==> src/design/upsize_settings.svh <==
`ifndef UPSIZE_SETTINGS_SVH
`define UPSIZE_SETTINGS_SVH

// Narrow master side
`define NARROW_DATA_W 32

// Wide scratchpad side
`define WIDE_DATA_W 128

// Address and burst length widths
`define ADDR_W 16
`define LEN_W 8

// Wide beat FIFO entries, power of two
`define WFIFO_DEPTH 4

// Scratchpad size in wide words
`define MEM_WORDS 64

`endif

==> src/design/upsize_pkg.sv <==
`include "upsize_settings.svh"

package upsize_pkg;

  // ------------------------------
  // Address and burst fields
  // ------------------------------

  typedef logic [`ADDR_W-1:0] addr_t;
  typedef logic [`LEN_W-1:0]  len_t;
  typedef logic [2:0]         size_t;

  typedef enum logic [1:0] {
    FIXED = 2'b00,
    INCR  = 2'b01,
    WRAP  = 2'b10
  } burst_t;

  typedef enum logic [1:0] {
    OKAY   = 2'b00,
    SLVERR = 2'b10
  } resp_t;

  // ------------------------------
  // Data and strobes
  // ------------------------------

  typedef logic [`NARROW_DATA_W-1:0]   narrow_data_t;
  typedef logic [`NARROW_DATA_W/8-1:0] narrow_strb_t;

  typedef logic [`WIDE_DATA_W-1:0]     wide_data_t;
  typedef logic [`WIDE_DATA_W/8-1:0]   wide_strb_t;

endpackage

==> src/design/aw_upsizer.sv <==
module aw_upsizer (
  input  logic               clk_i,
  input  logic               rst_ni,
  // Narrow AW
  input  logic               aw_valid,
  input  upsize_pkg::addr_t  aw_addr,
  input  upsize_pkg::len_t   aw_len,
  input  upsize_pkg::size_t  aw_size,
  input  upsize_pkg::burst_t aw_burst,
  input  logic               aw_modifiable,
  output logic               aw_ready,
  // Burst command to the packer
  output logic               cmd_valid,
  output upsize_pkg::addr_t  cmd_addr,
  output upsize_pkg::size_t  cmd_size,
  output upsize_pkg::len_t   cmd_len,
  output logic               cmd_pack,
  input  logic               cmd_ready,
  // Wide AW to the sink
  output logic               waw_valid,
  output upsize_pkg::addr_t  waw_addr,
  output upsize_pkg::len_t   waw_len,
  input  logic               waw_ready
);

  localparam int unsigned WIDE_OFF_W = $clog2($bits(upsize_pkg::wide_strb_t));
  localparam upsize_pkg::addr_t WIDE_MASK = upsize_pkg::addr_t'((1 << WIDE_OFF_W) - 1);

  logic              pack_d;
  logic              aw_fire;
  upsize_pkg::addr_t size_mask;
  upsize_pkg::addr_t start_aligned;
  upsize_pkg::addr_t end_aligned;
  upsize_pkg::len_t  wide_len;

  // Idle only once both the command and the wide AW are gone
  assign aw_ready = aw_valid && !cmd_valid && !waw_valid;
  assign aw_fire  = aw_valid && aw_ready;

  // ------------------------------
  // Mode and wide length
  // ------------------------------

  always_comb begin
    pack_d        = aw_modifiable && (aw_burst == upsize_pkg::INCR);
    size_mask     = upsize_pkg::addr_t'((1 << aw_size) - 1);
    start_aligned = aw_addr & ~WIDE_MASK;
    end_aligned   = ((aw_addr & ~size_mask) + (upsize_pkg::addr_t'(aw_len) << aw_size))
                    & ~WIDE_MASK;
    // Pass-through keeps the narrow beat count
    if (pack_d) begin
      wide_len = upsize_pkg::len_t'((end_aligned - start_aligned) >> WIDE_OFF_W);
    end else begin
      wide_len = aw_len;
    end
  end

  // ------------------------------
  // Handshake state
  // ------------------------------

  always_ff @(posedge clk_i or negedge rst_ni) begin
    if (!rst_ni) begin
      cmd_valid <= 1'b0;
      waw_valid <= 1'b0;
    end else if (aw_fire) begin
      cmd_valid <= 1'b1;
      waw_valid <= 1'b1;
    end else begin
      if (cmd_ready) begin
        cmd_valid <= 1'b0;
      end
      if (waw_ready) begin
        waw_valid <= 1'b0;
      end
    end
  end

  // Request fields, held until both sides have taken them
  always_ff @(posedge clk_i) begin
    if (aw_fire) begin
      cmd_addr <= aw_addr;
      cmd_size <= aw_size;
      cmd_len  <= aw_len;
      cmd_pack <= pack_d;
      waw_addr <= start_aligned;
      waw_len  <= wide_len;
    end
  end

endmodule

==> config.mk <==
export PLATFORM = sky130hd
export DESIGN_NAME = aw_upsizer
export DESIGN_NICKNAME = d
export VERILOG_FILES = /design/src/design/upsize_pkg.sv /design/src/design/aw_upsizer.sv
export VERILOG_INCLUDE_DIRS = /design/src /design/src/design
export SDC_FILE = /design/constraint.sdc
export NUM_CORES = 1
export LEC_CHECK = 0
export BUFFER_PORTS_ARGS = -buffer_cell sky130_fd_sc_hd__buf_2
export CELL_PAD_IN_SITES_DETAIL_PLACEMENT = 1
export CELL_PAD_IN_SITES_GLOBAL_PLACEMENT = 2
export CORE_MARGIN = 3
export CORE_UTILIZATION = 25
export DETAILED_ROUTE_END_ITERATION = 12
export PLACE_DENSITY_LB_ADDON = 0.12
export SKIP_CTS_REPAIR_TIMING = 1
export SLEW_MARGIN = 10
export SYNTH_ARGS = -nofsm -noshare
export SYNTH_HDL_FRONTEND = slang
export SYNTH_SLANG_ARGS = --single-unit
==> constraint.sdc <==
create_clock -name clk_i -period 2.5 [get_ports clk_i]
set_clock_uncertainty 0.2 [all_clocks]
set_input_delay 0.5 -clock clk_i [delete_from_list [all_inputs] [get_ports clk_i]]
set_output_delay 0.5 -clock clk_i [all_outputs]
set_load 0.02 [all_outputs]
# ---- Word-level counts from Yosys, hierarchy flattened
# Cells that the tools add are included.
dict set report totals {
  out_inout_bits 55
  in_bits 35
  register_bits 50
  elab_cells 29
}
dict set report classes {
  n_bitwise 2
  addsub 3
  eq_ne 1
  reduce_logical 8
  shifts 2
  muxes 5
}
# operator count
set ops {}
lappend ops {{$add A12 B12 Y12} 1}
lappend ops {{$and A12 B12 Y12} 1}
lappend ops {{$not A12 Y12} 1}
lappend ops {{$shl A1 B3 Y12 const A} 1}
lappend ops {{$shl A8 B3 Y12} 1}
lappend ops {{$sub A12 B12 Y12} 1}
lappend ops {{$sub A12 B2 Y12 const B} 1}
lappend ops {{$mux W8} 1}
lappend ops {{$logic_and A1 B1 Y1} 4}
lappend ops {{$mux W1} 4}
lappend ops {{$reduce_bool A2 Y1} 2}
lappend ops {{$eq A2 B1 Y1 const B} 1}
lappend ops {{$logic_not A1 Y1} 2}

# ---- Depth between registers and ports, before layout
dict set report logic_depth {
  depth_word 7
  depth_mapped 21
  mapped_depth_nobuf 19
}

# ---- Worst setup path after synthesis
# OpenSTA, ideal clock, no wires.
dict set report synth_timing {
  kind {input to register}
  start {input port aw_size[1]}
  end {register waw_len[7] (data pin)}
  cell_stages 21
  required_ns 2.038
  n_path_buf 3
  arrival_time_ns 4.639
  slack_ns -2.601
  setup_time_ns 0.262
  path_cell_list {clkbuf_1 -> clkbuf_1 -> or3_1 -> ha_1 -> clkbuf_1 -> or3_1 -> and3_1 -> ha_1 -> and4_1 -> a31oi_4 -> a21oi_2 -> o311a_1 -> nor2_1 -> xnor2_1 -> ha_1 -> or2_2 -> a21oi_1 -> a31oi_1 -> and3_1 -> o21ai_0 -> nand3_1}
}
dict set report synth_via {
  elab_chain_len 7
  word_cells_on_any_way 8
  cone_classes {3 x add/sub; 2 x shift; 1 x mux; 2 x bitwise}
}
# item line_no
set synth_lines {}
lappend synth_lines {{from (decl)} aw_upsizer.sv:8} ;# input upsize_pkg::size_t aw_size,
lappend synth_lines {{$shl A1 B3 Y12} aw_upsizer.sv:46} ;# size_mask = upsize_pkg::addr_t'((1 << aw_size) - 1);
lappend synth_lines {{$sub A12 B2 Y12} aw_upsizer.sv:46}
lappend synth_lines {{$not A12 Y12} aw_upsizer.sv:48} ;# end_aligned = ((aw_addr & ~size_mask) + (upsize_pkg::addr_t'(aw_len) << aw_size))
lappend synth_lines {{$and A12 B12 Y12} aw_upsizer.sv:48}
lappend synth_lines {{$add A12 B12 Y12 *} aw_upsizer.sv:48}
lappend synth_lines {{$sub A12 B12 Y12 *} aw_upsizer.sv:52} ;# wide_len = upsize_pkg::len_t'((end_aligned - start_aligned) >> WIDE_OFF_W);
lappend synth_lines {{$mux W8 *} aw_upsizer.sv:51} ;# if (pack_d) begin
lappend synth_lines {{net wide_len[7]} aw_upsizer.sv:34} ;# upsize_pkg::len_t wide_len;
lappend synth_lines {{to (signal assigned)} aw_upsizer.sv:87} ;# waw_len <= wide_len;
lappend synth_lines {{to (decl)} aw_upsizer.sv:22} ;# output upsize_pkg::len_t waw_len,
# Mark *: on every way through the listed nets, which the timed path passes. The rest lies on a longest branch.
# A chain may end at the register's enable or synchronous reset.

# ---- Worst setup path after layout
dict set report layout_timing {
  start {input port aw_size[0]}
  end {register waw_len[7] (data pin)}
}
# The elaborated chain is that of the path after synthesis.

==> results.toml <==
[power_and_ir_drop]
comb_power_share_pct = 43.4
clkPwrFrac_pct = 23.6
power.leakage_nw = 1.734
power_frac_seq_pct = 33.0
p_sw_share_pct = 34.53
p_int_w = 0.001744
totalPowerFinal_w = 0.002663
peakVddDrop_v = 0.0002293
power_switching_w = 0.0009196
cellPowerDensity_mw_per_mm2 = 717.6

[die]
num_rows = 35
die_area_mm2 = 0.01116
core_area_mm2 = 0.009459
initial_utilization_pct = 26.23
die_height_um = 105.6
dieWidth_um = 105.6
io_pins = 90

[cts]
cts_sinks = 38
root_buffer = "clkbuf_8"
path_clk_slew_ns = 0.08
insertion_delay_ns = 0.29
htreeDepth = 2
cts_max_path_buffers = 2
cts_tree = "done"
cts_made_buffers = 5

[worst_setup_path]
cp.required_ns = 2.34
criticalPathCategory = "primary input to flip-flop"
critical_path_arrival_ns = 4.09
cp_max_fo = 4
end_kind = "flip-flop"
r2r_slack_ns = 0.89
r2r_cells = 4
startpoint_type = "primary input"

[timing]
grt_setup_unrepaired = "yes"
drv_slew = 0
period_share_pct = 170.0
worst_slack_ns = -1.751
fmax_ghz = 0.2352
hold_violations = 0
period_minus_slack_ns = 4.251
setup_violations = 8

[run]
max_cap_violations = 0

[synthesis]
netlist_area_mm2 = 0.002481
async_reset_ff_share_pct = 5.263
synth_enable_flop_cells = 36
yosysWarnings = 0
synth_seq_cells = 38
ys.flop_type = "edfxtp_1"
synth_area_per_cell_um2 = 10.34
ys_types = 44
synthCells = 240
ys_seq_area_share_pct = 45.59

[route]
vias = 2190
drt_wl_total_mm = 7.294
wl_per_cell_um = 14.44
ant_nets = 0
drc_errors = 0
first_iter_violations = 68
drt-pass1-iter-count = 4
via_per_inst = 4.337

[finish]
drive_gt1_share_pct = 50.80
final_common_cell = "buf_2"
syn2layout_area_growth_pct = 49.57
multi_input_area_mm2 = 0.001275
seqCellArea_mm2 = 0.001131
fillCellCount = 1117
antenna_cells = 0
final_cell_mix = "83 x buf_2, 63 x buf_4, 36 x edfxtp_1, 23 x nand2_1, 17 x inv_1"
fin_util_pct = 39.23
fin_nets = 429

[place]
hpwlAfterDp_mm = 5.858
routabilityCongestion = 0.7598
portBuffers = 85

[outcome]
violations = "negative setup slack"
status = "finished with violations"

[global_route]
grt_start_max_net_pins = 37
grt_pass1_wl_mm = 11.50
antenna_found_initial = 0
grt_util_all_layers_pct = 12.87
grt_overflow_total = 0
grt_pass1_vias = 2301

[worst_hold_path]
min_path_type = "primary input to flip-flop"
holdPathStages = 2
[worst max-delay path, stage by stage]
cell and delay (ns):
buf_8 0.10, or3_4 0.39, ha_4 0.16, or3_1 0.30, and3_4 0.16, ha_4 0.23, and4_4 0.15, a31oi_4 0.18
a21oi_2 0.09, o311a_1 0.38, nor2_1 0.13, xnor2_1 0.15, ha_1 0.27, or2_4 0.25, a21oi_2 0.15, a31oi_2 0.07
nor3b_2 0.18, o21bai_1 0.16, nand3_1 0.08
[Yosys cell counts (2+ instances only)]
library cell	count	share of area, %
xor2_1	2	0.71
dfrtp_1	2	2.0
mux2_2	5	2.3
nand2b_1	2	0.50
a21o_1	4	1.2
nor2_1	8	1.2
buf_4	17	5.1
nand2_1	24	3.6
and2_1	4	1.0
o21bai_1	2	0.60
or2_2	3	0.76
xnor2_1	8	2.8
nand3_1	4	0.81
clkbuf_1	9	1.4
or3_1	3	0.76
ha_1	18	9.1
and3_1	2	0.50
edfxtp_1	36	44
o2111ai_1	2	0.71
inv_1	17	2.6
nor3b_1	2	0.60
a31oi_1	3	0.76
mux2i_1	7	2.8
a21oi_1	12	2.4
nor3_1	6	1.2
o22ai_1	3	0.76
nor2b_1	3	0.76
o21ai_0	16	3.2
[metrics by stage]
| step | cell area, µm² | TNS (ns) | hold slack, ns | setup WS (ns) | instances |
|---|---|---|---|---|---|
| floorplan | 2575 | -13.84 | 0.004409 | -2.255 | 243 |
| global route | 3711 | -12.03 | 0.1635 | -1.884 | 505 |
| global placement | 3400 | -13.66 | 0.08647 | -2.138 | 491 |
| CTS | 3532 | -11.33 | -0.2326 | -1.888 | 499 |
| finish | 3711 | -10.86 | 0.1764 | -1.751 | 505 |
| detailed placement | 3400 | -13.81 | 0.08738 | -2.188 | 491 |
[power groups by stage]
stage	logic, W	registers, W	clock network (W)
2_1_floorplan	0.000545	0.00105	0
3_3_place_gp	0.00108	0.000892	0
3_5_place_dp	0.00108	0.000895	0
4_1_cts	0.00109	0.000882	0.000643
5_1_grt	0.00127	0.000895	0.000666
6_report	0.00116	0.000879	0.000627
[final cells by class]
| type | instances | area share [%] |
|---|---|---|
| Multi-Input combinational cell | 162 | 34.36 |
| Timing Repair Buffer | 151 | 25.52 |
| Sequential cell | 38 | 30.48 |
| Clock inverter | 3 | 1.719 |
| Tap cell | 129 | 4.349 |
| Clock buffer | 5 | 1.854 |
| Inverter | 17 | 1.719 |
[final timing paths]
path / start / end
max in group asynchronous: rst_ni / waw_valid
setup / recovery: aw_size[0] / waw_len[7]
setup reg to reg: waw_valid / cmd_len[0]
hold reg to reg: waw_valid / waw_valid
hold / removal: waw_ready / waw_valid
min in group asynchronous: rst_ni / cmd_valid
[sequential cells by signal (all words and copies together), names as in the netlist]
signal / cells
cmd_pack: 1
cmd_len: 8
cmd_valid: 1
waw_valid: 1
cmd_addr: 16
cmd_size: 3
waw_len: 8
[metal layers]
layer | up-vias | track usage, % | part of all wire, %
met1 | 1020 | 16.69 | 46
met4 | 0 | 3.885 | 1.2
met2 | 55 | 21.58 | 47
met5 | - | 0 | 0
met3 | 6 | 2.633 | 5.0
li1 | 1109 | - | -
[kinds of logic after synthesis]
group | count (synthesis) | share of synthesized area (%)
AO/OA/AOI/OAI | 53 | 14.02
XOR/XNOR | 10 | 3.530
adder cells (fa/ha/maj) | 19 | 9.884
buffers and inverters | 43 | 9.077
flip-flops | 38 | 45.59
multiplexers | 12 | 5.093
other | 1 | 0.1511
AND/OR/NAND/NOR | 64 | 12.66
Power figures use the tool's default switching activity.
