**config.mk**
```make
export PLATFORM = sky130hd
export DESIGN_NAME = w_packer
export DESIGN_NICKNAME = d
export VERILOG_FILES = /design/src/design/upsize_pkg.sv /design/src/design/w_packer.sv
export VERILOG_INCLUDE_DIRS = /design/src /design/src/design
export SDC_FILE = /design/constraint.sdc
export NUM_CORES = 1
export LEC_CHECK = 0
export CAP_MARGIN = 0
export CORE_MARGIN = 5
export CORE_UTILIZATION = 55
export CTS_CLUSTER_DIAMETER = 120
export DETAILED_ROUTE_END_ITERATION = 8
export DONT_BUFFER_PORTS = 1
export PLACE_DENSITY_LB_ADDON = 0.05
export SKIP_CTS_REPAIR_TIMING = 1
export SLEW_MARGIN = 20
export SYNTH_ARGS = -nofsm -noshare
export SYNTH_HDL_FRONTEND = slang
export SYNTH_SLANG_ARGS = --single-unit
```
**constraint.sdc**
```tcl
create_clock -name clk_i -period 7.89 [get_ports clk_i]
set_input_delay 1.578 -clock clk_i [delete_from_list [all_inputs] [get_ports clk_i]]
set_output_delay 1.578 -clock clk_i [all_outputs]
set_load 0.02 [all_outputs]
```
**src/design/upsize_settings.svh**
```systemverilog
`ifndef UPSIZE_SETTINGS_SVH
`define UPSIZE_SETTINGS_SVH

// Narrow master side
`define NARROW_DATA_W 32

// Wide scratchpad side
`define WIDE_DATA_W 128

// Address and burst length widths
`define ADDR_W 16
`define LEN_W 8

// Wide beat FIFO entries, power of two
`define WFIFO_DEPTH 4

// Scratchpad size in wide words
`define MEM_WORDS 64

`endif

```
**src/design/upsize_pkg.sv**
```systemverilog
`include "upsize_settings.svh"

package upsize_pkg;

  // ------------------------------
  // Address and burst fields
  // ------------------------------

  typedef logic [`ADDR_W-1:0] addr_t;
  typedef logic [`LEN_W-1:0]  len_t;
  typedef logic [2:0]         size_t;

  typedef enum logic [1:0] {
    FIXED = 2'b00,
    INCR  = 2'b01,
    WRAP  = 2'b10
  } burst_t;

  typedef enum logic [1:0] {
    OKAY   = 2'b00,
    SLVERR = 2'b10
  } resp_t;

  // ------------------------------
  // Data and strobes
  // ------------------------------

  typedef logic [`NARROW_DATA_W-1:0]   narrow_data_t;
  typedef logic [`NARROW_DATA_W/8-1:0] narrow_strb_t;

  typedef logic [`WIDE_DATA_W-1:0]     wide_data_t;
  typedef logic [`WIDE_DATA_W/8-1:0]   wide_strb_t;

endpackage

```
**src/design/w_packer.sv**
```systemverilog
module w_packer (
  input  logic                     clk_i,
  input  logic                     rst_ni,
  // Burst command
  input  logic                     cmd_valid,
  input  upsize_pkg::addr_t        cmd_addr,
  input  upsize_pkg::size_t        cmd_size,
  input  upsize_pkg::len_t         cmd_len,
  input  logic                     cmd_pack,
  output logic                     cmd_ready,
  // Narrow W
  input  logic                     w_valid,
  input  upsize_pkg::narrow_data_t w_data,
  input  upsize_pkg::narrow_strb_t w_strb,
  input  logic                     w_last,
  output logic                     w_ready,
  // Wide beats
  output logic                     wb_valid,
  output upsize_pkg::wide_data_t   wb_data,
  output upsize_pkg::wide_strb_t   wb_strb,
  output logic                     wb_last,
  input  logic                     wb_ready
);

  localparam int unsigned NB      = $bits(upsize_pkg::narrow_strb_t);
  localparam int unsigned WB      = $bits(upsize_pkg::wide_strb_t);
  localparam int unsigned N_OFF_W = $clog2(NB);
  localparam int unsigned W_OFF_W = $clog2(WB);
  localparam upsize_pkg::addr_t WIDE_MASK = upsize_pkg::addr_t'((1 << W_OFF_W) - 1);

  logic                   busy_q;
  logic                   pack_q;
  upsize_pkg::addr_t      addr_q;
  upsize_pkg::size_t      size_q;
  upsize_pkg::len_t       rem_q;
  upsize_pkg::wide_data_t acc_data_q;
  upsize_pkg::wide_strb_t acc_strb_q;

  logic                           cmd_fire;
  logic                           beat_fire;
  logic                           burst_end;
  logic                           emit;
  upsize_pkg::addr_t              size_mask;
  upsize_pkg::addr_t              beat_aligned;
  upsize_pkg::addr_t              next_addr;
  logic [N_OFF_W:0]               lane_end;
  logic [W_OFF_W-N_OFF_W-1:0]     word_sel;
  upsize_pkg::wide_data_t         merged_data;
  upsize_pkg::wide_strb_t         merged_strb;

  assign cmd_ready = cmd_valid && !busy_q;
  assign cmd_fire  = cmd_valid && cmd_ready;
  // Take a beat only if the output register is free or draining
  assign w_ready   = busy_q && (!wb_valid || wb_ready);
  assign beat_fire = w_valid && w_ready;
  assign burst_end = (rem_q == '0) || w_last;

  // ------------------------------
  // Lane steering
  // ------------------------------

  always_comb begin
    size_mask    = upsize_pkg::addr_t'((1 << size_q) - 1);
    beat_aligned = addr_q & ~size_mask;
    next_addr    = beat_aligned + upsize_pkg::addr_t'(1 << size_q);
    lane_end     = {1'b0, beat_aligned[N_OFF_W-1:0]} + (N_OFF_W+1)'(1 << size_q);
    word_sel     = addr_q[W_OFF_W-1:N_OFF_W];
    merged_data  = acc_data_q;
    merged_strb  = acc_strb_q;
    for (int b = 0; b < NB; b++) begin
      // Bytes below the address offset are not part of this beat
      if ((b >= addr_q[N_OFF_W-1:0]) && (b < lane_end)) begin
        merged_data[8*(int'(word_sel)*NB + b) +: 8] = w_data[8*b +: 8];
        merged_strb[int'(word_sel)*NB + b]          = w_strb[b];
      end
    end
    // Flush on every beat in pass-through, else at a word boundary or the end
    emit = !pack_q || burst_end || ((next_addr & ~WIDE_MASK) != (addr_q & ~WIDE_MASK));
  end

  // ------------------------------
  // Control
  // ------------------------------

  always_ff @(posedge clk_i or negedge rst_ni) begin
    if (!rst_ni) begin
      busy_q   <= 1'b0;
      wb_valid <= 1'b0;
    end else begin
      if (cmd_fire) begin
        busy_q <= 1'b1;
      end else if (beat_fire && burst_end) begin
        busy_q <= 1'b0;
      end
      if (beat_fire && emit) begin
        wb_valid <= 1'b1;
      end else if (wb_ready) begin
        wb_valid <= 1'b0;
      end
    end
  end

  // Burst state and data path
  always_ff @(posedge clk_i) begin
    if (cmd_fire) begin
      addr_q     <= cmd_addr;
      size_q     <= cmd_size;
      rem_q      <= cmd_len;
      pack_q     <= cmd_pack;
      acc_data_q <= '0;
      acc_strb_q <= '0;
    end else if (beat_fire) begin
      addr_q <= next_addr;
      rem_q  <= rem_q - 1'b1;
      if (emit) begin
        wb_data    <= merged_data;
        wb_strb    <= merged_strb;
        wb_last    <= burst_end;
        acc_data_q <= '0;
        acc_strb_q <= '0;
      end else begin
        acc_data_q <= merged_data;
        acc_strb_q <= merged_strb;
      end
    end
  end

endmodule

```
## Word-level counts from Yosys, hierarchy flattened

Index checks and enable logic that the tools add are counted.

| storage, ports and cells | value |
|---|---|
| bits in registers | 319 |
| latch bits | 0 |
| bits in writable memories | 0 |
| ROM bits | 0 |
| input bits | 70 |
| output and inout port bits | 148 |
| logic and storage cells | 109 |
| memories kept | 0 |

| cells by class | value |
|---|---|
| $add $sub $neg | 11 |
| multiply operators | 0 |
| divide/modulo/power cells | 0 |
| order comparisons | 15 |
| eq/ne operators | 1 |
| shift-type cells | 9 |
| multiplexer cells | 34 |
| bitwise operators | 3 |
| reduce and logical (&&, ||, !) cells | 25 |

Operator list:

| operator | count |
|---|---|
| 128-bit 2-to-1 mux | 5 |
| 128-bit bitwise mux | 4 |
| 8-bit by 34-bit variable shift with 128-bit output (first input constant) | 4 |
| 8-bit by 34-bit variable part select with 128-bit output | 4 |
| 16-bit 2-to-1 mux | 7 |
| 32-bit negator with 34-bit output | 3 |
| 16-bit bitwise mux | 4 |
| 7-bit negator with 34-bit output | 1 |
| 16-bit adder | 1 |
| 16-bit bitwise AND | 1 |
| 8-bit 2-to-1 mux | 2 |
| 16-bit inverter | 1 |
| 1-bit by 3-bit left shift with 16-bit output (first input constant) | 1 |
| 16-bit by 2-bit subtractor with 16-bit output (second input constant) | 1 |
| 5-bit by 1-bit >= comparator with 1-bit output (second input constant) | 3 |
| 5-bit < comparator (second input constant) | 3 |
| 1-bit logical AND | 13 |
| 1-bit demux with 4-bit select | 3 |
| 12-bit inequality test | 1 |
| 4-bit by 2-bit adder with 5-bit output (second input constant) | 2 |
| 8-bit logical NOT | 1 |
| 1-bit 2-to-1 mux | 8 |
| 8-bit by 1-bit subtractor with 8-bit output (second input constant) | 1 |
| 1-bit by 3-bit < comparator with 1-bit output (first input constant) | 2 |
| other kinds (13) | 22 |

## Logic depth before layout (Yosys ltp)

Gate-level depths: netlist of run 1.

| depth | value |
|---|---|
| word-level depth | 15 |
| depth in mapped cells | 19 |
| mapped depth without buffers | 14 |

## Least setup slack after synthesis of run 1

Ideal clock, no wire load.

| timing | value |
|---|---|
| path type | register to register |
| start point | register size_q[2] |
| end point | register wb_data[0] (enable) |
| setup time | 0.443 ns |
| data arrival time | 5.213 ns |
| data required time | 7.447 ns |
| path slack | 2.234 ns |
| cell stages (with the launch flop) | 18 |
| path buffers | 4 |
| period minus slack after synthesis | 5.656 ns |
| cell sequence | edfxtp_1 > buf_2 > clkbuf_1 > nor3_1 > inv_1 > ha_1 > buf_2 > xor2_1 > nor2_1 > ha_1 > a21o_1 > a21oi_1 > o2bb2ai_1 > a211oi_1 > o2bb2ai_1 > o21ai_1 > inv_2 > buf_2 |

| between the ends | value |
|---|---|
| longest elaborated chain between the ends | 8 |

Ends and longest elaborated chain:

| what | RTL line | source |
|---|---|---|
| start, declared | w_packer.sv:34 | `upsize_pkg::size_t size_q;` |
| start signal, assigned | w_packer.sv:107 | `size_q <= cmd_size;` |
| 1-bit by 3-bit left shift with 16-bit output (*) | - |  |
| 16-bit by 2-bit subtractor with 16-bit output | w_packer.sv:63 | `size_mask = upsize_pkg::addr_t'((1 << size_q) - 1);` |
| 16-bit inverter | w_packer.sv:64 | `beat_aligned = addr_q & ~size_mask;` |
| 16-bit bitwise AND | w_packer.sv:64 |  |
| 16-bit adder (*) | w_packer.sv:65 | `next_addr = beat_aligned + upsize_pkg::addr_t'(1 << size_q);` |
| 12-bit inequality test (*) | w_packer.sv:78 | `emit = !pack_q \|\| burst_end \|\| ((next_addr & ~WIDE_MASK) != (addr_q & ~WIDE_MASK));` |
| 1-bit logical OR (*) | w_packer.sv:78 |  |
| 3-bit AND reduction (no line) (*) | - |  |
| end signal, assigned | w_packer.sv:116 | `wb_data <= merged_data;` |
| end, declared | w_packer.sv:19 | `output upsize_pkg::wide_data_t wb_data,` |

Mark *: on every way between the ends. The rest lies on a longest branch, timed or not.
A chain may end at the register's enable or synchronous reset.

## Worst setup path in the final report of run 1

| timing | value |
|---|---|
| start point | register size_q[2] |
| end point | register wb_data[81] (enable) |

The elaborated chain is that of the path after synthesis.

==> results.cfg, run 1 <==
[routing]
drc_errors = 0
via_per_inst = 6.10
wl_um = 33600
dr.pass1.iters = 5
drt_iter0_markers = 926
detail-route-antenna-nets = 0
drt-wirelength-per-cell_um = 21.5
via_count = 9524

[cells_and_area]
antenna_cells = 0
area_growth_pct = 9.22
final_util_pct = 61.1
layout_commonest_cell = nand2_1
fin_nets = 1298
nFillCells = 1993
mostFrequentLayoutCells = nand2_1, edfxtp_1, dfxtp_1
drive_gt1_share_pct = 9.05

[logic_synthesis]
synth_cell_types = 66
postSynthCellCount = 1254
yosys_most_used_dff = edfxtp_1
ys_seq_area_share_pct = 59.6
avgSynthCellArea_sq_um = 10.9
synth.net_count = 1339
synth_seq_cells = 319
yosys_warnings = 0
synth_edf_count = 173
syn-cell-area_sq_um = 13600
async_reset_ff_share_pct = 0.627

[power_and_ir_drop]
power_leakage_nw = 5.14
ir_drop_v = 0.000175
cellPowerDensity_nw_per_um2 = 269

[global_route]
grt_pass1_vias = 9076
grt_max_degree = 97
antenna_found_initial = 0
grt_overflow = 0
track_usage_pct = 23.2
grt_pass1_wl_um = 52800

[clocking]
cts_htree_levels = 2
tritoncts = built
cts.clk_slew.worst_paths_ps = 60
clock-sinks = 319
clock_latency_ps = 510
cts_buffers = 34
max-clock-path-buffers = 3
clock-root-buffer = clkbuf_16

[placement]
port_buffers = 0
gp_congestion = 0.890
post-dp-hpwl_um = 21800

[timing]
setup_viol = 0
finClkSkew_ps = 17.8
drv_slew = 0
post-route-period-util_pct = 75.1
final_hold_viol_count = 0
slew_headroom_pct = 33.1
rsz0062_at_grt = no
finalSetupTns_ps = 0
hold_ws_ps = 453
max_freq_ghz = 0.169
min_period_ps = 5930
worst_pin_slew_ps = 1000

[setup_path]
required_ps = 8000
r2r_start = size_q[2]
critPathMaxStageDelay_ps = 860
worstSetupEndpointType = flip-flop
worst_path_max_delay_cell = buf_4
critPathArrivalTime_ps = 6040
critPathKind = flip-flop to flip-flop
cp_cell_sequence = nor3_1, inv_1, ha_1, xor2_1, nor2_1, ha_1, nand4_1, o2bb2ai_1, a32oi_1, or4b_1, o21ai_1, inv_6, buf_4
start_kind = flip-flop
crit_path_max_fanout = 96
cp_common_cell = ha_1
r2r_slack_ps = 1960
rr_worst_depth = 13
r2r_end = wb_data[81]

[die]
row_count = 57
fp.dieH_um = 168
die_w_um = 168
die_area_sq_um = 28100
start_util_pct = 55.9
coreArea_sq_um = 24400
io_pins = 218

[outcome]
status = completed

[min_path]
holdCritStartpoint = acc_data_q[84]
hold_path_end = acc_data_q[84]
min_path_cells = 2
hp-class = flip-flop to flip-flop

[flow_run]
cap_viol_max_count = 0
==> per-layer routing <==
metal	vias to the layer above	GRT usage (%)	routed length [um]
met1	4568	33.3	15100
met4	0	5.68	740
met2	342	35.8	15200
met3	50	5.75	2480
met5	-	0	0
li1	4564	-	-
==> synth_stat cells (14+ instances only) <==
library cell / instances / area [sq um]
o21ai_0: 114 / 571
a21oi_1: 46 / 230
mux2_2: 18 / 203
clkbuf_1: 62 / 233
edfxtp_1: 173 / 5190
a22o_1: 136 / 1190
dfxtp_1: 144 / 2880
or3_1: 25 / 156
nand2_1: 277 / 1040
ha_1: 15 / 188
nand4_1: 34 / 213
inv_1: 14 / 52.6
nor2_1: 26 / 97.6
==> per-stage QoR <==
step,power (mW),worst slack [ps],area [sq um],instances
after floorplan,2.32,2230,13600,1254
after global placement,2.43,2140,13700,1500
after detailed placement,2.44,1980,13800,1501
after CTS,4.04,1950,14900,1562
after global routing,4.17,1400,14900,1562
final,4.01,1960,14900,1562
==> worst max-delay path: cells and delay by family, from the launching register on <==
| family | cells | cell delay, ps |
|---|---|---|
| AO/OA/AOI/OAI | 3 | 870 |
| XOR/XNOR | 1 | 220 |
| adder cells (fa/ha/maj) | 2 | 700 |
| buffers and inverters | 3 | 1660 |
| flip-flops | 1 | 700 |
| AND/OR/NAND/NOR | 4 | 1340 |
==> flip-flops by register name (all words and copies together) (netlist names) <==
name        cells
pack_q          1
wb_last         1
wb_data       128
rem_q           8
acc_strb_q     16
wb_strb        16
wb_valid        1
acc_data_q    128
addr_q         16
size_q          3
busy_q          1
==> report_power, final <==
| part | switching, mW | internal, mW | leakage (nW) |
|---|---|---|---|
| sequential | 0.157 | 1.88 | 2.87 |
| clock | 0.637 | 0.963 | 0.561 |
| combinational | 0.275 | 0.0931 | 1.71 |
| total | 1.07 | 2.94 | 5.14 |
==> cell type report <==
type	instances	area (sq um)	area share, %
flip-flops and latches	319	8130	54.5
multi-input cells	828	5030	33.8
clock buffers	47	1010	6.78
well taps	324	405	2.72
repair buffers	15	133	0.890
clock inverters	14	129	0.865
inverters	15	61.3	0.411
==> worst max path at each step <==
stage,from,endpoint,slack [ps],cells after the start
floorplan,size_q[2],wb_data[0],2230,17
finish,size_q[2],wb_data[81],1960,13
global route,size_q[2],wb_strb[13],1400,13
detailed placement,size_q[2],wb_data[71],1980,13
global placement,size_q[2],wb_strb[5],2140,14
CTS,size_q[2],wb_data[81],1950,14
==> cell families after synthesis <==
group	after synthesis	synth area share [%]
simple gates	409	13.7
compound gates	364	18.7
flops	319	59.6
buf+inv	107	3.72
xor+xnor	21	1.35
mux	19	1.56
fa+ha+maj	15	1.38
(Power assumes the default switching activity.)
==> inputs of run 2 (changes only) <==
==> constraint.sdc (replaced) <==
create_clock -name clk_i -period 6.1 [get_ports clk_i]
set_input_delay 1.22 -clock clk_i [delete_from_list [all_inputs] [get_ports clk_i]]
set_output_delay 1.22 -clock clk_i [all_outputs]
set_load 0.02 [all_outputs]
==> run 2 against run 1 <==
Compared with the run above:
- clock power grew 23%
- final cell count grew 0.13%
- sequential power grew 29%
- worst setup slack lost 1100 ps
- sequential share of layout area grew 0.12 points
- maximum frequency grew 13%
- flip-flop and latch count is the same
- total power grew 27%
- combinational power grew 31%
- core utilization shrank 0.13 points
- register-to-register slack lost 1100 ps
==> results.cfg, run 2 (synthesis results as in run 1) <==
[setup_path]
critPathArrivalTime_ps = 5400
r2r_end = wb_data[119]
required_ps = 6240
worstSetupStartpoint = size_q[1]
r2r_start = size_q[1]
critPathKind = flip-flop to flip-flop
crit_path_max_fanout = 87
r2r_slack_ps = 840
worstSetupEndpointType = flip-flop
rr_worst_depth = 14
start_kind = flip-flop
endpoint = wb_data[119]

[timing]
slew_headroom_pct = 32.6
rsz0062_at_grt = no
post-route-period-util_pct = 86.2
finalSetupTns_ps = 0
worst_pin_slew_ps = 1010
drv_slew = 0
finClkSkew_ps = 19.9
final_hold_viol_count = 0
max_freq_ghz = 0.190
hold_ws_ps = 419
setup_viol = 0
min_period_ps = 5260

[cells_and_area]
drive_gt1_share_pct = 8.71
reg.largest.list = acc_data_q (128), wb_data (128)
layout_commonest_cell = nand2_1
fin_nets = 1300
area_growth_pct = 8.98
antenna_cells = 0
mostFrequentLayoutCells = nand2_1, edfxtp_1, dfxtp_1

[routing]
drt_iter0_markers = 950
detail-route-antenna-nets = 0
drt-wirelength-per-cell_um = 21.5
drc_errors = 0
wl_um = 33700
via_count = 9529
via_per_inst = 6.09
dr.pass1.iters = 5

[power_and_ir_drop]
switching_power_mw = 1.37
switching_share_pct = 27.0
p_clk_share_pct = 38.8
combPwrFrac_pct = 9.5
p_int_mw = 3.72
seqPwrFrac_pct = 51.7
p_total_mw = 5.09
cellPowerDensity_nw_per_um2 = 342
power_leakage_nw = 5.13
ir_drop_v = 0.000216

[clocking]
clock-root-buffer = clkbuf_16
clock_latency_ps = 510
max-clock-path-buffers = 3
cts.clk_slew.worst_paths_ps = 50
tritoncts = built
cts_htree_levels = 2
cts_buffers = 34
clock-sinks = 319

[die]
io_pins = 218
die_w_um = 168
die_area_sq_um = 28100
start_util_pct = 55.9
fp.dieH_um = 168
coreArea_sq_um = 24400
row_count = 57

[global_route]
grt_max_degree = 113
grt_overflow = 0
track_usage_pct = 23.1
antenna_found_initial = 0
grt_pass1_vias = 9077
grt_pass1_wl_um = 52500

[outcome]
status = completed

[flow_run]
cap_viol_max_count = 0

[placement]
port_buffers = 0
gp_congestion = 0.874
post-dp-hpwl_um = 21500

[min_path]
hp-class = primary input to asynchronous set/reset pin
run 2: cell types whose count changed in the layout (fill, tap and decap cells not counted):
cell        before  now
clkbuf_1         3   10
clkinvlp_4       2    0
clkbuf_8         9    5
clkinv_1         3    1
o21a_1           0    1
o21a_2           1    0
clkinv_2         5    7
bufinv_16        2    1
buf_12           0    2
run 2: routing by layer:
metal  vias up  global-route usage, %  part of all wire, %
met4         0                   7.80                  3.0
li1       4572                      -                    -
met2       343                   34.9                   45
met3        66                   4.95                  6.9
met5         -                      0                    0
met1      4548                   33.5                   45
run 2: stage by stage:
| stage | util, % | setup WS, ps | cells | instance area [sq um] |
|---|---|---|---|---|
| CTS | 60.9 | 853 | 1564 | 14900 |
| global route | 61.0 | 420 | 1564 | 14900 |
| finish | 61.0 | 841 | 1564 | 14900 |
| detailed placement | 56.6 | 879 | 1503 | 13800 |
| global placement | 56.4 | 1050 | 1502 | 13800 |
| floorplan | - | 444 | 1254 | 13600 |
run 2: worst min-delay path by stage:
| stage | slack [ps] | cells after the start | endpoint | start |
|---|---|---|---|---|
| after global routing | 400 | 0 | wb_valid | rst_ni |
| final | 420 | 0 | wb_valid | rst_ni |
| after detailed placement | 450 | 2 | acc_data_q[18] | acc_data_q[18] |
| after floorplan | 430 | 2 | acc_data_q[16] | acc_data_q[16] |
| after global placement | 440 | 2 | acc_data_q[55] | acc_data_q[55] |
| after CTS | 400 | 0 | wb_valid | rst_ni |
run 2: power by group through the flow:
stage | sequential [mW] | combinational, mW | clock, mW
global route | 2.65 | 0.536 | 2.11
floorplan | 2.64 | 0.368 | 0
finish | 2.63 | 0.483 | 1.97
detailed placement | 2.68 | 0.485 | 0
global placement | 2.68 | 0.473 | 0
CTS | 2.64 | 0.485 | 2.00
run 2: layout make-up:
| class | instances | area (sq um) |
|---|---|---|
| Clock buffer | 50 | 982 |
| Fill cell | 2026 | 9520 |
| Sequential cell | 319 | 8130 |
| Tap cell | 324 | 405 |
| Inverter | 15 | 61.3 |
| Timing Repair Buffer | 17 | 173 |
| Multi-Input combinational cell | 828 | 5030 |
| Clock inverter | 11 | 86.3 |
run 2: critical path, stage by stage (launching register included):
cell and delay (ps):
edfxtp_1 670, nor3_1 450, inv_1 120, ha_1 350, xor2_1 210, nor2_1 60
ha_1 350, nand4_1 180, o2bb2ai_1 260, a211oi_1 480, o2bb2ai_1 170, buf_4 270
o21ai_1 180, inv_6 620, buf_12 460
