File: config.mk
export PLATFORM = sky130hd
export DESIGN_NAME = wide_w_fifo
export DESIGN_NICKNAME = d
export VERILOG_FILES = /design/src/design/upsize_pkg.sv /design/src/design/wide_w_fifo.sv
export VERILOG_INCLUDE_DIRS = /design/src /design/src/design
export SDC_FILE = /design/constraint.sdc
export NUM_CORES = 1
export LEC_CHECK = 0
export ABC_AREA = 1
export BUFFER_PORTS_ARGS = -buffer_cell sky130_fd_sc_hd__buf_2
export CELL_PAD_IN_SITES_DETAIL_PLACEMENT = 1
export CELL_PAD_IN_SITES_GLOBAL_PLACEMENT = 2
export CORE_ASPECT_RATIO = 1.2
export CORE_MARGIN = 1
export CORE_UTILIZATION = 40
export CTS_CLUSTER_DIAMETER = 60
export DETAILED_ROUTE_END_ITERATION = 8
export PLACE_DENSITY = 0.84
export SLEW_MARGIN = 20
export SYNTH_ARGS = -nofsm -noshare
export SYNTH_HDL_FRONTEND = slang
export SYNTH_SLANG_ARGS = --single-unit
File: constraint.sdc
create_clock -name clk_i -period 10.67 [get_ports clk_i]
set_input_delay 1.067 -clock clk_i [delete_from_list [all_inputs] [get_ports clk_i]]
set_output_delay 1.067 -clock clk_i [all_outputs]
set_load 0.005 [all_outputs]
File: src/design/upsize_settings.svh
`ifndef UPSIZE_SETTINGS_SVH
`define UPSIZE_SETTINGS_SVH

// Narrow master side
`define NARROW_DATA_W 32

// Wide scratchpad side
`define WIDE_DATA_W 128

// Address and burst length widths
`define ADDR_W 16
`define LEN_W 8

// Wide beat FIFO entries, power of two
`define WFIFO_DEPTH 4

// Scratchpad size in wide words
`define MEM_WORDS 64

`endif

File: src/design/upsize_pkg.sv
`include "upsize_settings.svh"

package upsize_pkg;

  // ------------------------------
  // Address and burst fields
  // ------------------------------

  typedef logic [`ADDR_W-1:0] addr_t;
  typedef logic [`LEN_W-1:0]  len_t;
  typedef logic [2:0]         size_t;

  typedef enum logic [1:0] {
    FIXED = 2'b00,
    INCR  = 2'b01,
    WRAP  = 2'b10
  } burst_t;

  typedef enum logic [1:0] {
    OKAY   = 2'b00,
    SLVERR = 2'b10
  } resp_t;

  // ------------------------------
  // Data and strobes
  // ------------------------------

  typedef logic [`NARROW_DATA_W-1:0]   narrow_data_t;
  typedef logic [`NARROW_DATA_W/8-1:0] narrow_strb_t;

  typedef logic [`WIDE_DATA_W-1:0]     wide_data_t;
  typedef logic [`WIDE_DATA_W/8-1:0]   wide_strb_t;

endpackage

File: src/design/wide_w_fifo.sv
`include "upsize_settings.svh"

module wide_w_fifo #(
  parameter int unsigned DEPTH = `WFIFO_DEPTH
) (
  input  logic                   clk_i,
  input  logic                   rst_ni,
  input  logic                   in_valid,
  input  upsize_pkg::wide_data_t in_data,
  input  upsize_pkg::wide_strb_t in_strb,
  input  logic                   in_last,
  output logic                   in_ready,
  output logic                   out_valid,
  output upsize_pkg::wide_data_t out_data,
  output upsize_pkg::wide_strb_t out_strb,
  output logic                   out_last,
  input  logic                   out_ready
);

  localparam int unsigned PTR_W = (DEPTH > 1) ? $clog2(DEPTH) : 1;

  upsize_pkg::wide_data_t data_mem [DEPTH];
  upsize_pkg::wide_strb_t strb_mem [DEPTH];
  logic                   last_mem [DEPTH];

  logic [PTR_W-1:0] wr_ptr_q;
  logic [PTR_W-1:0] rd_ptr_q;
  logic [PTR_W:0]   count_q;
  logic             push;
  logic             pop;

  assign in_ready  = count_q != (PTR_W+1)'(DEPTH);
  assign out_valid = count_q != '0;
  assign push      = in_valid && in_ready;
  assign pop       = out_valid && out_ready;

  assign out_data = data_mem[rd_ptr_q];
  assign out_strb = strb_mem[rd_ptr_q];
  assign out_last = last_mem[rd_ptr_q];

  // Pointers wrap explicitly so any depth works
  always_ff @(posedge clk_i or negedge rst_ni) begin
    if (!rst_ni) begin
      wr_ptr_q <= '0;
      rd_ptr_q <= '0;
      count_q  <= '0;
    end else begin
      if (push) begin
        wr_ptr_q <= (wr_ptr_q == PTR_W'(DEPTH - 1)) ? '0 : wr_ptr_q + 1'b1;
      end
      if (pop) begin
        rd_ptr_q <= (rd_ptr_q == PTR_W'(DEPTH - 1)) ? '0 : rd_ptr_q + 1'b1;
      end
      if (push && !pop) begin
        count_q <= count_q + 1'b1;
      end else if (pop && !push) begin
        count_q <= count_q - 1'b1;
      end
    end
  end

  always_ff @(posedge clk_i) begin
    if (push) begin
      data_mem[wr_ptr_q] <= in_data;
      strb_mem[wr_ptr_q] <= in_strb;
      last_mem[wr_ptr_q] <= in_last;
    end
  end

endmodule

### Yosys cells after proc, flatten, opt, wreduce, memory -nomap -nowiden

Memories as Yosys holds them, arrays and structs flattened.
Index checks and enable logic that the tools add are counted.

| cells by class | value |
|---|---|
| multiplexer cells | 6 |
| reduce and logical (&&, ||, !) cells | 8 |
| add/subtract/negate cells | 4 |
| eq/ne operators | 3 |

Operators by type and width:

| operator | count |
|---|---|
| two-way mux 3 bit | 2 |
| adder 2 x 1 -> 2 bit, second input constant | 2 |
| equality test 2 bit, second input constant | 2 |
| logical AND 1 bit | 4 |
| two-way mux 2 bit | 2 |
| adder 3 x 1 -> 3 bit, second input constant | 1 |
| != test 3 bit, second input constant | 1 |
| nonzero test 3 bit | 1 |
| subtractor 3 x 1 -> 3 bit, second input constant | 1 |
| logical NOT 1 bit | 2 |
| two-way mux 1 bit | 2 |
| nonzero test 2 bit | 1 |

| storage, ports and cells | value |
|---|---|
| bits of input ports | 149 |
| register bits | 7 |
| output and inout port bits | 147 |
| bits in writable memories | 580 |
| logic and storage cells | 27 |
| memories kept | 3 |

Memories:

| name | words | bits a word | rd ports | clocked after Yosys merged registers in | wr ports | RTL line | text |
|---|---|---|---|---|---|---|---|
| data_mem | 4 | 128 | 1 | 0 | 1 | wide_w_fifo.sv:22 | `upsize_pkg::wide_data_t data_mem [DEPTH];` |
| strb_mem | 4 | 16 | 1 | 0 | 1 | wide_w_fifo.sv:23 | `upsize_pkg::wide_strb_t strb_mem [DEPTH];` |
| last_mem | 4 | 1 | 1 | 0 | 1 | wide_w_fifo.sv:24 | `logic last_mem [DEPTH];` |

### Logic depth before layout (Yosys ltp)

Gate-level depths: netlist (run 1).

| logic depth | value |
|---|---|
| word-level depth | 6 |
| depth in mapped cells | 12 |
| mapped depth without buffers | 12 |

### Least setup slack after synthesis (run 1)

No wires, ideal clock.

| timing | value |
|---|---|
| path kind | input port to flip-flop |
| from | in in_valid |
| to | mem data_mem[0][0] (netlist bit), enable pin |
| library setup time | 0.652 ns |
| setup slack | 2.785 ns |
| required time | 10.018 ns |
| stages | 2 |
| data arrival time | 7.233 ns |
| path buffers | 0 |
| cell sequence | nand2_1 > nor2_1 |

| on the way | value |
|---|---|
| cells in the longest elaborated chain, start to end | 3 |

RTL lines:

| item | RTL line | text |
|---|---|---|
| start: declaration | wide_w_fifo.sv:8 | `input logic in_valid,` |
| logical AND 1 bit | wide_w_fifo.sv:34 | `assign push = in_valid && in_ready;` |
| two-way mux 1 bit | wide_w_fifo.sv:63 | `if (push) begin` |
| two-way mux 1 bit (not written as such) | wide_w_fifo.sv:64 | `data_mem[wr_ptr_q] <= in_data;` |
| end: declaration | wide_w_fifo.sv:22 |  |

Every way passes these cells.

### Worst setup path after layout (run 1)

| timing | value |
|---|---|
| from | reg rd_ptr_q[0] |
| to | out out_data[55] |

| on the way | value |
|---|---|
| cells in the longest elaborated chain, start to end | 1 |

RTL lines:

| item | RTL line | text |
|---|---|---|
| start: declaration | wide_w_fifo.sv:27 | `logic [PTR_W-1:0] rd_ptr_q;` |
| start signal: assignment | wide_w_fifo.sv:52 | `rd_ptr_q <= (rd_ptr_q == PTR_W'(DEPTH - 1)) ? '0 : rd_ptr_q + 1'b1;` |
| memory read (4 x 128 bit) | -- |  |
| end: declaration | wide_w_fifo.sv:14 | `output upsize_pkg::wide_data_t out_data,` |

Every way passes these cells.

==> results of run 1 <==
==> path summary, 6_finish.rpt <==
check | endpoint
worst max-delay path | out_data[55]
worst min-delay path | wr_ptr_q[0]
worst max register to register | data_mem[0][56]
worst min register to register | count_q[2]
max in group asynchronous | rd_ptr_q[0]
min in group clk_i | count_q[2]
==> Yosys cell counts (all sizes together) <==
master  number
nand2      450
nor2         6
fa           1
inv        304
clkbuf       6
o211ai     290
ha           6
nand4        1
dfrtp        7
o21ai        1
edfxtp     580
nand3        7
xnor2        1
buf         90
==> routing by layer <==
layer / part of all wire / global-route usage
met5: 0.0022 / 0
met2: 0.52 / 0.325
met4: 0.025 / 0.0533
met3: 0.054 / 0.0450
met1: 0.40 / 0.205
==> report_power, final <==
| part | internal (mW) | switching, mW |
|---|---|---|
| sequential | 3.03 | 0.142 |
| combinational | 0.768 | 1.55 |
| clock | 1.14 | 0.838 |
| total | 4.94 | 2.52 |
==> kinds of logic (layout without fill, tap and decap cells) <==
group / after synthesis / count (layout) / synth area share
flops: 587 / 587 / 0.742
simple gates: 464 / 464 / 0.0740
buf+inv: 400 / 719 / 0.0851
compound gates: 291 / 291 / 0.0942
fa+ha+maj: 7 / 7 / 0.00401
xor+xnor: 1 / 1 / 0.000370
other cells: 0 / 1 / 0
==> cell type report <==
type                       count  area [sq um]
clock inverter                32           259
inverter                     304          1150
clock buffer                  75          1580
multi-input combinational    763          4120
antenna                        1          2.50
sequential                   587         17600
timing repair buffer         308          1640
tap                          792           991
fill                        6099         31200
==> cells in the final DEF (no fill, tap or decap), types with 4 or more instances in the layout <==
cell type,netlist,layout
sky130_fd_sc_hd__clkbuf_1,5,14
sky130_fd_sc_hd__nand2_1,450,450
sky130_fd_sc_hd__o211ai_1,280,280
sky130_fd_sc_hd__buf_12,0,4
sky130_fd_sc_hd__buf_4,9,8
sky130_fd_sc_hd__dfrtp_1,7,5
sky130_fd_sc_hd__inv_1,303,303
sky130_fd_sc_hd__nand3_1,7,7
sky130_fd_sc_hd__bufinv_16,0,4
sky130_fd_sc_hd__ha_1,6,6
sky130_fd_sc_hd__buf_2,16,295
sky130_fd_sc_hd__o211ai_2,10,10
sky130_fd_sc_hd__clkinv_1,0,13
sky130_fd_sc_hd__edfxtp_1,580,580
sky130_fd_sc_hd__clkinv_2,0,10
sky130_fd_sc_hd__clkbuf_16,0,61
sky130_fd_sc_hd__nor2_4,0,4
==> registers in the layout (all words and copies together), names as in the netlist <==
signal	count
data_mem	512
strb_mem	64
last_mem	4
count_q	3
rd_ptr_q	2
wr_ptr_q	2
==> metrics by stage <==
step	cells	total power, mW	util
finish	2862	7.46	0.467
global route	2862	7.90	0.467
CTS	2860	7.57	0.467
detailed placement	2753	5.58	0.435
global placement	2753	5.49	0.435
floorplan	1750	4.85	-
==> qor.log, run 1 <==
INFO  yosys          post_synth_inst_count=1750
INFO  yosys          synth_cell_type_count=20
INFO  grt            first_global_vias=14921
INFO  floorplanning  core_area=0.0585sqmm
INFO  cts            clock_insertion_delay_worst_skew=0.60ns
INFO  cts            post-cts-setup-buffer-count=0
INFO  grt            globalRoute.totalOverflow=0
INFO  placed_design  place_congestion=0.732
INFO  final_layout   area_of_all_placed_cells_without_fillers=0.0273sqmm
INFO  cts            postCtsResizedCells=0
INFO  critical_path  timing.critical_path.required=9.60ns
INFO  critical_path  setup.worst_path.start=rd_ptr_q[0]
INFO  grt            grt_antenna_before_repair=11
INFO  route          dr_total_vias=14176
INFO  cts            tritoncts_num_sinks=587
INFO  critical_path  critPathSlowestCell=sky130_fd_sc_hd__dfrtp_4
INFO  pwr            cellLeakagePower=10.7nW
INFO  grt            grt_pass1_wl=82.1mm
INFO  timing         max_clock_freq=231MHz
INFO  cts            cts_inserted_buffers=59
INFO  yosys          ys_top_cells_by_area=sky130_fd_sc_hd__edfxtp_1 (73%), sky130_fd_sc_hd__o211ai_1 (8.9%), sky130_fd_sc_hd__nand2_1 (7.1%)
INFO  route          dr.first_iter.drc_count=710
INFO  placed_design  placedInstanceArea=0.0255sqmm
INFO  timing         final.hold.worst_slack=0.293ns
INFO  yosys          synth_seq_cells=587
INFO  cts            post_cts_hold_buffer_count=0
INFO  critical_path  critPathMaxStageDelay=0.74ns
INFO  yosys          syn_area_per_cell=13.5squm
INFO  critical_path  criticalPathCategory=reg2out
INFO  critical_path  critical_path.endpoint_type=output pin
INFO  timing         worst_pin_slew=1.30ns
INFO  critical_path  timing.critical_path.depth=6
INFO  critical_path  worst-r2r-setup-slack=7.46ns
INFO  pwr            pwr_density_cell=273mW/mm^2
INFO  critical_path  critPathBufInv=3
INFO  yosys          yosysSeqAreaShare=0.742
INFO  placed_design  hpwl=32.0mm
INFO  floorplanning  fp.dieW=224um
INFO  yosys          synth_warnings=0
INFO  route          wl_per_cell=19.0um
INFO  timing         final.period_utilization=0.406
INFO  grt            grt_util_all_layers=0.178
INFO  hold_path      min-delay-path-class=in2async
INFO  cts            clk_root_buffer_cell=sky130_fd_sc_hd__clkbuf_16
INFO  critical_path  critPathLaunchType=flip-flop
INFO  floorplanning  floorplan.rows=97
INFO  timing         skew=0.0131ns
INFO  route          routed_wirelength=54.4mm
INFO  timing         worst_case_headroom_to_the_max_slew_limit=0.136
INFO  timing         worst_slack=6.34ns
INFO  critical_path  r2r_start=count_q[0]
INFO  critical_path  cp_top_family=buffers and inverters
INFO  critical_path  arrival=3.27ns
INFO  cts            clock_tree.buffer_depth=3
INFO  critical_path  path_cells=buf_16 > buf_12 > nand2_1 > o211ai_1 > nand2_1 > buf_2
INFO  cts            clock_tree_from_tritoncts=done
INFO  floorplanning  die_area=0.0602sqmm
INFO  timing         sum_of_negative_setup_slack=0ns
INFO  floorplanning  floorplan.die.height=269um
INFO  critical_path  cp_common_cell=sky130_fd_sc_hd__nand2_1
INFO  flow_run       cap_viol_max_count=0
INFO  timing         rsz0062_at_grt=no
INFO  final_layout   ratio_of_cells_with_drive_above_1_in_the_final_layout=0.196
INFO  placed_design  port_buffers=295
INFO  route          drtPass1Iterations=5
INFO  yosys          synthDominantCellAreaShare=0.735
INFO  timing         final-setup-viol-count=0
INFO  timing         hold_violations=0
INFO  yosys          synth_area_leader_cell=sky130_fd_sc_hd__edfxtp_1
INFO  pwr            peakVddDrop=227uV
INFO  grt            grt_start_max_net_pins=249
INFO  route          detail-route-antenna-nets=0
INFO  final_layout   finalNetCount=2179
INFO  cts            cts-htree-levels=2
INFO  yosys          mappedNetlistNets=1906
INFO  floorplanning  floorplan.io_pins=296
INFO  timing         period_needed=4.33ns
INFO  critical_path  cp_max_fo=248
INFO  final_layout   flow.area_growth_from_synthesis=15.4%
INFO  status         outcome=complete, no violations
INFO  route          vias_per_cell=4.95
INFO  timing         slew_violations=0
INFO  floorplanning  initial_core_util=0.405
INFO  yosys          netlist_area=0.0237sqmm
INFO  route          drc_errors=0
INFO  critical_path  reg2regPathDepth=5
INFO  placed_design  detailedPlace.worstSlack=6.91ns
INFO  cts            clkTransAtPathRegs=0.06ns
Note: power is estimated with default switching activity, not from simulation.
==> run 2, diff against run 1 <==
==> constraint.sdc (replaced) <==
create_clock -name clk_i -period 4.25 [get_ports clk_i]
set_input_delay 0.425 -clock clk_i [delete_from_list [all_inputs] [get_ports clk_i]]
set_output_delay 0.425 -clock clk_i [all_outputs]
set_load 0.005 [all_outputs]
==> run 2 against run 1 <==
  * Flip-flop and latch count unchanged
  * Clock skew about the same
  * Critical endpoint is now out_data[62]
  * Hold slack worse by 0.25 ns
  * Highest routed layer unchanged
  * Global-route usage up 0.28 points
  * Power rose to 2.5 times the previous value
==> qor.log, run 2 (synthesized netlist as in run 1, its figures left out) <==
INFO  timing         final-setup-viol-count=0 [unchanged]
INFO  pwr            peakVddDrop=425uV [was 227 uV]
INFO  cts            clock_tree.buffer_depth=3 [unchanged]
INFO  pwr            pwr-share-comb=0.315 [was 0.310]
INFO  route          drc_errors=0 [unchanged]
INFO  final_layout   ratio_of_cells_with_drive_above_1_in_the_final_layout=0.197 [was 0.196]
INFO  grt            globalRoute.totalOverflow=0 [unchanged]
INFO  critical_path  worst_r2r_endpoint=data_mem[0][49] [was data_mem[0][56]]
INFO  timing         skew=0.0135ns [was 0.0131 ns]
INFO  route          met1_length=21.5mm [was 21.6 mm]
INFO  route          dr_total_vias=14275 [was 14176]
INFO  timing         final.hold.worst_slack=0.0410ns [was 0.293 ns]
INFO  route          dr.first_iter.drc_count=713 [was 710]
INFO  grt            grt_start_max_net_pins=148 [was 249]
INFO  pwr            p_seq_frac=0.419 [was 0.426]
INFO  floorplanning  fp.dieW=224um [unchanged]
INFO  timing         rsz0062_at_grt=no [unchanged]
INFO  timing         worst_slack=1.21ns [was 6.34 ns]
INFO  final_layout   mostFrequentLayoutCell=sky130_fd_sc_hd__edfxtp_1 [unchanged]
INFO  timing         worst_case_headroom_to_the_max_slew_limit=0.398 [was 0.136]
INFO  hold_path      min-delay-path-class=in2reg [was in2async]
INFO  placed_design  detailedPlace.worstSlack=1.71ns [was 6.91 ns]
INFO  flow_run       cap_viol_max_count=0 [unchanged]
INFO  critical_path  critPathMaxStageDelay=0.92ns [was 0.74 ns]
INFO  placed_design  placedInstanceArea=0.0257sqmm [was 0.0255 sq mm]
INFO  timing         final.period_utilization=0.716
INFO  status         outcome=complete, no violations [unchanged]
INFO  final_layout   area_of_all_placed_cells_without_fillers=0.0278sqmm [was 0.0273 sq mm]
INFO  floorplanning  die_area=0.0602sqmm [unchanged]
INFO  hold_path      hold_end=data_mem[3][113]
INFO  placed_design  port_buffers=295 [unchanged]
INFO  critical_path  setup.worst_path.start=rd_ptr_q[0] [unchanged]
INFO  critical_path  criticalPathCategory=reg2out [unchanged]
INFO  placed_design  place_congestion=0.726 [was 0.732]
INFO  hold_path      min_delay_path_depth=1
INFO  cts            clock_insertion_delay_worst_skew=0.60ns [about the same]
INFO  floorplanning  floorplan.rows=97 [unchanged]
INFO  final_layout   final_cells=2900 [was 2862]
INFO  critical_path  reg2regPathDepth=5 [unchanged]
INFO  route          detail-route-antenna-nets=0 [unchanged]
INFO  final_layout   largest_reg_flops=512 [unchanged]
INFO  critical_path  worst-r2r-setup-slack=1.72ns [was 7.46 ns]
INFO  cts            clk_root_buffer_cell=sky130_fd_sc_hd__clkbuf_16 [unchanged]
INFO  timing         slew_violations=0 [unchanged]
INFO  critical_path  timing.critical_path.required=3.83ns [was 9.60 ns]
INFO  final_layout   filler_cell_count=6054 [was 6099]
INFO  route          wl_met3=3.16mm [was 2.95 mm]
INFO  final_layout   largestRegisters=data_mem: 512 flops, strb_mem: 64 flops, last_mem: 4 flops [unchanged]
INFO  pwr            switching_power_as_a_share_of_total_power=0.338 [about the same]
INFO  final_layout   flow.area_growth_from_synthesis=17.3% [was 15.4%]
INFO  critical_path  critPathLaunchType=flip-flop [unchanged]
INFO  route          vias_per_cell=4.92 [was 4.95]
INFO  timing         max_clock_freq=328MHz
INFO  final_layout   registers.top_by_ff_count=data_mem [unchanged]
INFO  pwr            switching_power_summed_over_all_nets=6.42mW [was 2.52 mW]
INFO  critical_path  critPathBufInv=2 [was 3]
INFO  final_layout   layout_common_cells=sky130_fd_sc_hd__edfxtp_1 (580), sky130_fd_sc_hd__nand2_1 (450), sky130_fd_sc_hd__inv_1 (303) [unchanged]
INFO  route          maxUsedRoutingLayer=met5 [unchanged]
INFO  floorplanning  floorplan.die.height=269um [unchanged]
INFO  cts            tritoncts_num_sinks=587 [unchanged]
INFO  cts            cts-htree-levels=2 [unchanged]
INFO  grt            grt_antenna_before_repair=9 [was 11]
INFO  route          wl_per_cell=18.8um [was 19.0 um]
INFO  cts            postCtsResizedCells=0 [unchanged]
INFO  critical_path  r2r_start=count_q[0] [unchanged]
INFO  route          routed-wl-met2=28.7mm [was 28.4 mm]
INFO  final_layout   final_core_utilization=0.475 [was 0.467]
INFO  timing         sum_of_negative_setup_slack=0ns [unchanged]
INFO  cts            clock_tree_from_tritoncts=done [unchanged]
INFO  route          drtPass1Iterations=5 [unchanged]
INFO  final_layout   finalNetCount=2209 [was 2179]
INFO  critical_path  critical_path.endpoint_type=output pin [unchanged]
INFO  pwr            finalPower=19.0mW [was 7.46 mW]
INFO  route          routed_wirelength=54.6mm [was 54.4 mm]
INFO  placed_design  placedCellCount=2763 [was 2753]
INFO  pwr            pwr_density_cell=683mW/mm^2 [was 273 mW/mm^2]
INFO  critical_path  arrival=2.62ns [was 3.27 ns]
INFO  critical_path  cp_top_family=flip-flops [was buffers and inverters]
INFO  floorplanning  initial_core_util=0.405 [unchanged]
INFO  floorplanning  core_area=0.0585sqmm [unchanged]
INFO  pwr            clkPwrFrac=0.265 [was 0.264]
INFO  floorplanning  floorplan.io_pins=296 [unchanged]
INFO  critical_path  cp_common_cell=sky130_fd_sc_hd__nand2_1 [unchanged]
INFO  critical_path  cp_max_fo=62 [was 248]
INFO  grt            grt_pass1_wl=83.7mm [was 82.1 mm]
INFO  pwr            internal-power=12.6mW [was 4.94 mW]
INFO  timing         period_needed=3.04ns
INFO  placed_design  hpwl=32.0mm [about the same]
INFO  timing         hold_violations=0 [unchanged]
INFO  critical_path  path_cells=buf_4 > nand2_1 > o211ai_1 > nand2_1 > buf_2 [was buf_16 > buf_12 > nand2_1 > o211ai_1 > nand2_1 > buf_2]
INFO  cts            clkTransAtPathRegs=0.06ns [about the same]
INFO  hold_path      hold_path.startpoint=in_data[113]
INFO  grt            first_global_vias=15180 [was 14921]
INFO  critical_path  critPathSlowestCell=sky130_fd_sc_hd__dfrtp_4 [unchanged]
INFO  timing         worst_pin_slew=0.903ns [was 1.30 ns]
INFO  grt            grt_util_all_layers=0.181 [was 0.178]
INFO  pwr            cellLeakagePower=10.9nW [was 10.7 nW]
INFO  cts            cts_inserted_buffers=59 [unchanged]
## run 2: how the worst max path moves through the flow
| stage | endpoint | cells past startpoint |
|---|---|---|
| 2_1_floorplan | data_mem[0][0] | 4 |
| 3_3_place_gp | data_mem[0][49] | 5 |
| 3_5_place_dp | data_mem[0][52] | 5 |
| 4_1_cts | out_data[62] | 5 |
| 5_1_grt | out_data[62] | 5 |
| 6_report | out_data[62] | 5 |
## run 2: timing repair
action,4_1_cts,5_1_grt
hold buffers,21,0
endpoints found under the hold margin,78,0
setup buffers,0,0
## run 2: layout make-up
class / count / area (sq um) / share of cell area
multi-input cells: 763 / 4120 / 0.148
diodes: 7 / 17.5 / 0.000630
clock buffers: 73 / 1570 / 0.0566
clock inverters: 36 / 305 / 0.0110
flip-flops and latches: 587 / 17600 / 0.633
well taps: 792 / 991 / 0.0357
inverters: 304 / 1140 / 0.0412
repair buffers: 338 / 2040 / 0.0734
## run 2: power by group through the flow
stage          registers [mW]  logic (mW)  clock network [mW]
2_1_floorplan            8.04        4.01                   0
3_3_place_gp             8.01        5.90                   0
3_5_place_dp             8.09        6.10                   0
4_1_cts                  7.97        6.17                5.18
5_1_grt                  8.04        6.67                5.39
6_report                 7.96        5.99                5.04
## run 2: metal layers
layer,global-route usage,vias to the layer above
met1,0.205,7187
met3,0.0451,83
met5,0,-
met2,0.335,283
met4,0.0500,10
li1,-,6712
